File: config.mk
export PLATFORM = sky130hd
export DESIGN_NAME = prci_top
export DESIGN_NICKNAME = d
export VERILOG_FILES = /design/src/hw/prci_bus_pkg.sv /design/src/hw/prci_cfg_pkg.sv /design/src/hw/prci_lock_filter.sv /design/src/hw/prci_hold_timer.sv /design/src/hw/prci_reset_seq.sv /design/src/hw/prci_apb_regs.sv /design/src/hw/prci_top.sv
export SDC_FILE = /design/constraint.sdc
export NUM_CORES = 1
export LEC_CHECK = 0
export BUFFER_PORTS_ARGS = -buffer_cell sky130_fd_sc_hd__buf_2
export CAP_MARGIN = 20
export CORE_ASPECT_RATIO = 1.25
export CORE_UTILIZATION = 44
export DETAILED_ROUTE_END_ITERATION = 7
export GPL_ROUTABILITY_DRIVEN = 0
export PLACE_DENSITY = 0.86
export SYNTH_ARGS = -nofsm -noshare
export SYNTH_HDL_FRONTEND = slang
export SYNTH_SLANG_ARGS = --single-unit
File: constraint.sdc
create_clock -name i_clk -period 3 [get_ports i_clk]
set_input_delay 0.9 -clock i_clk [delete_from_list [all_inputs] [get_ports i_clk]]
set_output_delay 0.9 -clock i_clk [all_outputs]
set_load 0.02 [all_outputs]
File: src/hw/prci_bus_pkg.sv
// APB bus types
package prci_bus_pkg;

  // Byte address within the controller's APB window
  typedef logic [7:0] apb_addr_t;

  // Data word of the bus
  typedef logic [31:0] apb_data_t;

  // Request from the APB master, 43 bits
  typedef struct packed {
    logic      psel;
    logic      penable;
    logic      pwrite;
    apb_addr_t paddr;
    apb_data_t pwdata;
  } apb_in_t;

  // Response to the master, 33 bits
  // Zero wait states, so there is no ready field
  typedef struct packed {
    apb_data_t prdata;
    logic      pslverr;
  } apb_out_t;

endpackage

File: src/hw/prci_cfg_pkg.sv
// Reset controller configuration
package prci_cfg_pkg;

  // Register map
  localparam prci_bus_pkg::apb_addr_t ADDR_STATUS = 8'h00;
  localparam prci_bus_pkg::apb_addr_t ADDR_CTRL   = 8'h04;
  localparam prci_bus_pkg::apb_addr_t ADDR_RSTCNT = 8'h08;

  // Sequencer states
  // ST_HOLD spans both the hold count and the wait for DDR calibration
  typedef enum logic [1:0] {
    ST_RESET    = 2'd0,
    ST_WAIT_PLL = 2'd1,
    ST_HOLD     = 2'd2,
    ST_RUN      = 2'd3
  } seq_state_t;

  // Filtered lock levels
  // Packed so that STATUS bits 1:0 read as {sys, ddr}
  typedef struct packed {
    logic sys_locked;
    logic ddr_locked;
  } lock_status_t;

  // Number of system reset events seen since power-up or the last clear
  typedef logic [15:0] rst_cnt_t;

endpackage

File: src/hw/prci_lock_filter.sv
// Lock synchronizer and filter
`timescale 1ns/1ps

module prci_lock_filter #(
  parameter int FILTER_CYCLES = 4
) (
  input  logic                       i_clk,
  input  logic                       i_rst_n,
  input  logic                       i_sys_locked,
  input  logic                       i_ddr_locked,
  output prci_cfg_pkg::lock_status_t o_locks
);

  localparam int CNT_W = $clog2(FILTER_CYCLES + 1);
  localparam logic [CNT_W-1:0] CNT_FULL = CNT_W'(FILTER_CYCLES);

  logic [1:0] w_raw;
  logic [1:0] r_sync1;
  logic [1:0] r_sync2;
  logic [1:0] w_filt;

  // Bit 1 is the PLL lock, bit 0 the DDR calibration flag
  assign w_raw = {i_sys_locked, i_ddr_locked};

  // Two-flop synchronizers for both levels
  always_ff @(posedge i_clk or negedge i_rst_n) begin
    if (!i_rst_n) begin
      r_sync1 <= '0;
      r_sync2 <= '0;
    end else begin
      r_sync1 <= w_raw;
      r_sync2 <= r_sync1;
    end
  end

  for (genvar g = 0; g < 2; g++) begin : g_lock
    logic [CNT_W-1:0] r_cnt;

    // Counts consecutive high samples and saturates when full
    always_ff @(posedge i_clk or negedge i_rst_n) begin
      if (!i_rst_n) begin
        r_cnt <= '0;
      end else if (!r_sync2[g]) begin
        r_cnt <= '0;
      end else if (r_cnt != CNT_FULL) begin
        r_cnt <= r_cnt + 1'b1;
      end
    end

    // Falls with the synchronized level, rises only once the count is full
    assign w_filt[g] = r_sync2[g] && (r_cnt == CNT_FULL);
  end

  assign o_locks = prci_cfg_pkg::lock_status_t'(w_filt);

endmodule

File: src/hw/prci_hold_timer.sv
// Reset hold timer
`timescale 1ns/1ps

module prci_hold_timer #(
  parameter int HOLD_CYCLES = 8
) (
  input  logic i_clk,
  input  logic i_rst_n,
  input  logic i_start,
  output logic o_done
);

  localparam int CNT_W = $clog2(HOLD_CYCLES + 1);

  logic [CNT_W-1:0] r_cnt;
  logic             r_done;

  always_ff @(posedge i_clk or negedge i_rst_n) begin
    if (!i_rst_n) begin
      r_cnt  <= '0;
      r_done <= 1'b0;
    end else if (i_start) begin
      // Restart, even in the middle of a count
      r_cnt  <= CNT_W'(HOLD_CYCLES);
      r_done <= 1'b0;
    end else if (r_cnt != '0) begin
      r_cnt <= r_cnt - 1'b1;
      // Done goes high on the edge where the count reaches zero
      if (r_cnt == CNT_W'(1)) begin
        r_done <= 1'b1;
      end
    end
  end

  // Held until the next start
  assign o_done = r_done;

endmodule

File: src/hw/prci_reset_seq.sv
// Reset sequencer
`timescale 1ns/1ps

module prci_reset_seq (
  input  logic                       i_clk,
  input  logic                       i_rst_n,
  input  prci_cfg_pkg::lock_status_t i_locks,
  input  logic                       i_timer_done,
  input  logic                       i_soft_rst,
  input  logic                       i_dmireset,
  output logic                       o_timer_start,
  output logic                       o_rst_event,
  output prci_cfg_pkg::seq_state_t   o_state,
  output logic                       o_sys_nrst,
  output logic                       o_dbg_nrst
);

  prci_cfg_pkg::seq_state_t r_state;

  logic w_hold_done;
  logic w_sw_rst;

  // Timer still shows the last run's done while the start pulse is in flight
  assign w_hold_done = i_timer_done && !o_timer_start;

  // Software and debug module requests act the same way
  assign w_sw_rst = i_soft_rst || i_dmireset;

  always_ff @(posedge i_clk or negedge i_rst_n) begin
    if (!i_rst_n) begin
      r_state       <= prci_cfg_pkg::ST_RESET;
      o_timer_start <= 1'b0;
      o_rst_event   <= 1'b0;
      o_sys_nrst    <= 1'b0;
      o_dbg_nrst    <= 1'b0;
    end else begin
      // Pulses are low unless a branch below raises them
      o_timer_start <= 1'b0;
      o_rst_event   <= 1'b0;

      case (r_state)
        prci_cfg_pkg::ST_RESET: begin
          r_state <= prci_cfg_pkg::ST_WAIT_PLL;
        end

        prci_cfg_pkg::ST_WAIT_PLL: begin
          o_sys_nrst <= 1'b0;
          o_dbg_nrst <= 1'b0;
          if (i_locks.sys_locked) begin
            o_timer_start <= 1'b1;
            r_state       <= prci_cfg_pkg::ST_HOLD;
          end
        end

        prci_cfg_pkg::ST_HOLD: begin
          if (!i_locks.sys_locked) begin
            o_sys_nrst <= 1'b0;
            o_dbg_nrst <= 1'b0;
            r_state    <= prci_cfg_pkg::ST_WAIT_PLL;
          end else if (w_hold_done) begin
            // Debug side comes out first, system side waits for DDR
            o_dbg_nrst <= 1'b1;
            if (i_locks.ddr_locked) begin
              o_sys_nrst <= 1'b1;
              r_state    <= prci_cfg_pkg::ST_RUN;
            end
          end
        end

        prci_cfg_pkg::ST_RUN: begin
          if (!i_locks.sys_locked) begin
            o_sys_nrst  <= 1'b0;
            o_dbg_nrst  <= 1'b0;
            o_rst_event <= 1'b1;
            r_state     <= prci_cfg_pkg::ST_WAIT_PLL;
          end else if (w_sw_rst) begin
            // Debug reset stays released
            o_sys_nrst    <= 1'b0;
            o_rst_event   <= 1'b1;
            o_timer_start <= 1'b1;
            r_state       <= prci_cfg_pkg::ST_HOLD;
          end else if (!i_locks.ddr_locked) begin
            // No new hold, the system side returns once DDR does
            o_sys_nrst  <= 1'b0;
            o_rst_event <= 1'b1;
            r_state     <= prci_cfg_pkg::ST_HOLD;
          end
        end

        default: begin
          r_state <= prci_cfg_pkg::ST_RESET;
        end
      endcase
    end
  end

  assign o_state = r_state;

endmodule

File: src/hw/prci_apb_regs.sv
// Reset controller APB registers
`timescale 1ns/1ps

module prci_apb_regs (
  input  logic                       i_clk,
  input  logic                       i_rst_n,
  input  prci_bus_pkg::apb_in_t      i_apbi,
  output prci_bus_pkg::apb_out_t     o_apbo,
  input  prci_cfg_pkg::lock_status_t i_locks,
  input  prci_cfg_pkg::seq_state_t   i_state,
  input  logic                       i_rst_event,
  output logic                       o_soft_rst
);

  logic w_access;
  logic w_write;
  logic w_wr_ctrl;
  logic w_wr_rstcnt;
  logic w_mapped;

  prci_bus_pkg::apb_data_t w_rdata;
  prci_cfg_pkg::rst_cnt_t  r_rst_cnt;

  // Access phase of a transfer, always completed in one cycle
  assign w_access = i_apbi.psel && i_apbi.penable;
  assign w_write  = w_access && i_apbi.pwrite;

  assign w_wr_ctrl   = w_write && (i_apbi.paddr == prci_cfg_pkg::ADDR_CTRL);
  assign w_wr_rstcnt = w_write && (i_apbi.paddr == prci_cfg_pkg::ADDR_RSTCNT);

  // Soft reset request, one cycle after the access phase
  always_ff @(posedge i_clk or negedge i_rst_n) begin
    if (!i_rst_n) begin
      o_soft_rst <= 1'b0;
    end else begin
      o_soft_rst <= w_wr_ctrl && i_apbi.pwdata[0];
    end
  end

  // Reset event counter, cleared by any write
  always_ff @(posedge i_clk or negedge i_rst_n) begin
    if (!i_rst_n) begin
      r_rst_cnt <= '0;
    end else if (w_wr_rstcnt) begin
      r_rst_cnt <= '0;
    end else if (i_rst_event && (r_rst_cnt != '1)) begin
      r_rst_cnt <= r_rst_cnt + 1'b1;
    end
  end

  // Read mux
  always_comb begin
    w_rdata  = '0;
    w_mapped = 1'b1;
    case (i_apbi.paddr)
      prci_cfg_pkg::ADDR_STATUS: begin
        w_rdata = {28'd0, i_state, i_locks};
      end
      prci_cfg_pkg::ADDR_CTRL: begin
        // Write-only request bit
        w_rdata = '0;
      end
      prci_cfg_pkg::ADDR_RSTCNT: begin
        w_rdata = {16'd0, r_rst_cnt};
      end
      default: begin
        w_mapped = 1'b0;
      end
    endcase
  end

  assign o_apbo.prdata  = w_rdata;
  assign o_apbo.pslverr = w_access && !w_mapped;

endmodule

File: src/hw/prci_top.sv
// Power, reset and clock-status controller
`timescale 1ns/1ps

module prci_top #(
  parameter int FILTER_CYCLES = 4,
  parameter int HOLD_CYCLES   = 8
) (
  input  logic                   i_clk,
  input  logic                   i_rst_n,
  input  logic                   i_sys_locked,
  input  logic                   i_ddr_locked,
  input  logic                   i_dmireset,
  input  prci_bus_pkg::apb_in_t  i_apbi,
  output prci_bus_pkg::apb_out_t o_apbo,
  output logic                   o_sys_nrst,
  output logic                   o_dbg_nrst
);

  prci_cfg_pkg::lock_status_t w_locks;
  prci_cfg_pkg::seq_state_t   w_state;

  logic w_soft_rst;
  logic w_timer_start;
  logic w_timer_done;
  logic w_rst_event;

  // PLL lock and DDR calibration inputs
  prci_lock_filter #(
    .FILTER_CYCLES(FILTER_CYCLES)
  ) u_lock_filter (
    .i_clk       (i_clk),
    .i_rst_n     (i_rst_n),
    .i_sys_locked(i_sys_locked),
    .i_ddr_locked(i_ddr_locked),
    .o_locks     (w_locks)
  );

  prci_hold_timer #(
    .HOLD_CYCLES(HOLD_CYCLES)
  ) u_hold_timer (
    .i_clk  (i_clk),
    .i_rst_n(i_rst_n),
    .i_start(w_timer_start),
    .o_done (w_timer_done)
  );

  prci_reset_seq u_reset_seq (
    .i_clk        (i_clk),
    .i_rst_n      (i_rst_n),
    .i_locks      (w_locks),
    .i_timer_done (w_timer_done),
    .i_soft_rst   (w_soft_rst),
    .i_dmireset   (i_dmireset),
    .o_timer_start(w_timer_start),
    .o_rst_event  (w_rst_event),
    .o_state      (w_state),
    .o_sys_nrst   (o_sys_nrst),
    .o_dbg_nrst   (o_dbg_nrst)
  );

  // Status and control on the SoC APB bus
  prci_apb_regs u_apb_regs (
    .i_clk      (i_clk),
    .i_rst_n    (i_rst_n),
    .i_apbi     (i_apbi),
    .o_apbo     (o_apbo),
    .i_locks    (w_locks),
    .i_state    (w_state),
    .i_rst_event(w_rst_event),
    .o_soft_rst (w_soft_rst)
  );

endmodule

==> summary.txt <==
Setup path
  – Worst setup slack for register-to-register paths: 970 ps
  – Worst Path Required: 2100 ps
  – Data arrival time at the worst-slack endpoint: 2040 ps
  – Critical path endpoint category: output port
  – Critical path's most frequent cell: buf_6
  – Total buffers and inverters traversed by the critical path: 2
  – Cell chain of the critical path: buf_6, nor4_4, nor4b_4, and2b_2, a22o_1, buf_6
  – CP Max Fanout: 4
  – Category of cells accounting for the largest share of critical-path delay: simple AND/OR/NAND/NOR gates
  – Nature of the critical path startpoint: input pin
  – CP Class: in -> out
  – Largest stage delay on the critical path: 270 ps
  – Slowest cell on the critical path: nor4_4

Timing
  – Crit share post-route: 98.0%
  – Slew at the pin with the worst max-slew slack: 847 ps
  – Setup violation total in the final timing report: 0
  – Tightest hold margin: 350 ps
  – Min cycle time layout: 2940 ps
  – Slew margin rel.: 43.6%
  – RSZ-0062 raised after global routing: true
  – Achievable clock frequency: 340 MHz
  – Pins over their slew limit: 0
  – Maximum clock skew at final layout: 7.17 ps
  – Hold Vio Cnt, Final: 0

Clock network
  – Clock network latency to the later pin of the worst-skew pair: 300 ps
  – Setup bufs post-CTS: 0
  – Clock slew at reported path FFs: 70 ps
  – CTS Root Cell: clkbuf_8
  – Total clock sinks: 38
  – Bufs on Longest Clock Path: 2
  – Clock tree from TritonCTS: done
  – Number of levels the H-tree was split into: 2
  – Number of buffers created by CTS: 5

Synthesis
  – Netlist area before placement: 2160 um^2
  – Complex-gate fraction of the synthesized area: 14.9%
  – Multiplexer share of the synthesized area: 0.463%
  – Arithmetic-cell share of the synthesized area counting full adders, half adders and majority gates: 4.05%
  – Sequential cell area fraction in the yosys report: 44.0%
  – Number of cells produced by synthesis: 228
  – Most frequent cell after synthesis: dfrtp_1
  – Simple-gate area share of the yosys netlist: 25.3%
  – Library cell with the largest summed area after synthesis: dfrtp_1
  – Most numerous cell types in the synthesized netlist: dfrtp_1, and3_1, buf_4, nand2_1
  – Number of enable-type register cells in the synthesized netlist: 0
  – Share of synthesized flip-flops with an asynchronous set or reset: 100%
  – Register bit count reported by yosys: 38
  – Top FF cell, synth: dfrtp_1
  – Number of distinct library cell variants in the gate-level netlist after synthesis: 44
  – Post-synthesis average cell area: 9.49 um^2
  – Yosys warning total: 0
  – Share of Yosys cell area claimed by the top area cell type: 44.0%
  – Largest cells by area after synthesis: dfrtp_1, buf_4, and3_1
  – Synthesized-area fraction occupied by xor and xnor cells: 2.43%
  – Main combinational cell family by area after synthesis: simple AND/OR/NAND/NOR gates

Die
  – Number of rows in the core area: 28
  – Chip Height: 80.4 um
  – Core ar.: 4730 um^2
  – Number of ports placed on the die boundary: 83
  – Die outline area: 5200 um^2
  – Starting Density: 45.7%
  – Chip Width: 64.7 um

Place
  – Hpwl dp: 3260 um
  – Port Buf Inserts: 35

Finish
  – Diode count: 0
  – Number of nets in the layout: 324
  – Fillers: 419
  – Layout cell share with drive strength beyond 1: 21.1%
  – Synthesis-to-layout area growth: 17.5%

GRT
  – Antenna violations before repair: 0
  – Total grt overflow: 0
  – GRT Total Usage: 19.0%
  – Pin count of the biggest net entering global routing: 39
  – Global-route wire length before repair: 7600 um
  – Number of global-route vias before repair: 1765

Detailed routing
  – Iteration-0 DRC Markers: 146
  – Detailed Routing Iterations Pass 1: 5
  – DRT antenna net count: 0
  – Vias per Instance: 5.53
  – Post-DR wirelength/cell: 13.4 um
  – Number of vias after detailed routing: 1824
  – DRT Wirelength: 4430 um
  – Number of DRC violations after detailed routing: 0

Job
  – Count of maximum capacitance violations: 0

Min path
  – Hold Path Class: reg -> reg

Power and ir drop
  – Static leakage: 1.22 nW
  – Power per unit of standard cell area: 606 nW/um^2
  – VDD IR-drop max: 0.000329 V
  – Total power: 1.54 mW

Status
  – Outcome: complete, no violations
kinds of logic (layout without fill, tap and decap cells):
logic type      Yosys count  after routing
simple gates             96             96
other cells               1             16
mux                       1              1
compound gates           45             45
flops                    38             38
fa+ha+maj                 7              7
buf+inv                  34             61
xor+xnor                  6              6
final timing paths:
| check | startpoint | end | cells after the start |
|---|---|---|---|
| max in group asynchronous | i_rst_n | u_apb_regs.o_soft_rst | 1 |
| hold reg to reg | u_lock_filter.r_sync1[1] | u_lock_filter.r_sync2[1] | 0 |
| min in group asynchronous | i_rst_n | u_apb_regs.r_rst_cnt[9] | 1 |
| hold / removal | u_lock_filter.r_sync1[1] | u_lock_filter.r_sync2[1] | 0 |
| setup reg to reg | u_apb_regs.r_rst_cnt[0] | u_apb_regs.r_rst_cnt[2] | 5 |
| setup / recovery | i_apbi[36] | o_apbo[4] | 6 |
flip-flops by register name, indices dropped and copies added (netlist names):
signal,count
u_apb_regs.r_rst_cnt,16
u_hold_timer.r_cnt,4
u_reset_seq.o_sys_nrst,1
u_lock_filter.g_lock.r_cnt,6
u_reset_seq.o_rst_event,1
u_reset_seq.o_dbg_nrst,1
u_lock_filter.r_sync1,2
u_reset_seq.o_timer_start,1
u_hold_timer.o_done,1
u_reset_seq.o_state,2
u_lock_filter.r_sync2,2
u_apb_regs.o_soft_rst,1
per-stage QoR:
stage | TNS, ps | worst slack, ps | area [um^2] | cells | util, %
6_report | 0 | 61.1 | 2540 | 330 | 53.8
2_1_floorplan | 0 | 60.2 | 2230 | 243 | -
3_5_place_dp | -73.7 | -22.4 | 2370 | 322 | 50.2
4_1_cts | 0 | 7.70 | 2500 | 330 | 52.8
3_3_place_gp | -50.1 | -15.3 | 2370 | 322 | 50.2
5_1_grt | -51.1 | -20.6 | 2540 | 330 | 53.8
placed cells by master (no fill, tap or decap), drive strengths merged, types with 8 or more instances in the layout:
| cell | n |
|---|---|
| conb | 16 |
| nor2 | 14 |
| nand2 | 16 |
| buf | 39 |
| inv | 14 |
| o21ai | 9 |
| clkbuf | 8 |
| a21oi | 9 |
| dfrtp | 38 |
| and3 | 18 |
| nand3 | 9 |
per-layer routing:
metal | routed length (um) | global-route usage, % | part of all wire, % | up-vias
met5 | 0 | 0 | 0 | -
met4 | 74 | 7.33 | 1.7 | 0
met3 | 215 | 5.40 | 4.9 | 8
met2 | 2310 | 33.6 | 52 | 55
met1 | 1830 | 21.2 | 41 | 874
li1 | - | - | - | 887
layout make-up:
type	instances	area [um^2]	share of cell area (%)
inverters	14	52.6	2.07
well taps	60	75.1	2.95
flip-flops and latches	38	951	37.4
clock buffers	8	110	4.33
repair buffers	39	243	9.55
multi-input cells	171	1110	43.7
worst reg2reg max path, delay by kind of cell (launching register included):
family          cells  cell delay [ps]
fa+ha+maj           1              260
compound gates      3              980
flops               1              450
simple gates        1              270
power by group:
group / switching (mW) / internal [mW]
Sequential: 0.125 / 0.610
Clock: 0.181 / 0.232
Combinational: 0.223 / 0.169
timing repair:
item | CTS | global route
hold buffers | 0 | 0
resized for setup | 3 | 11
pin swaps | 0 | 2
setup endpoints to repair | 4 | 4
Note: power is estimated with default switching activity, not from simulation.
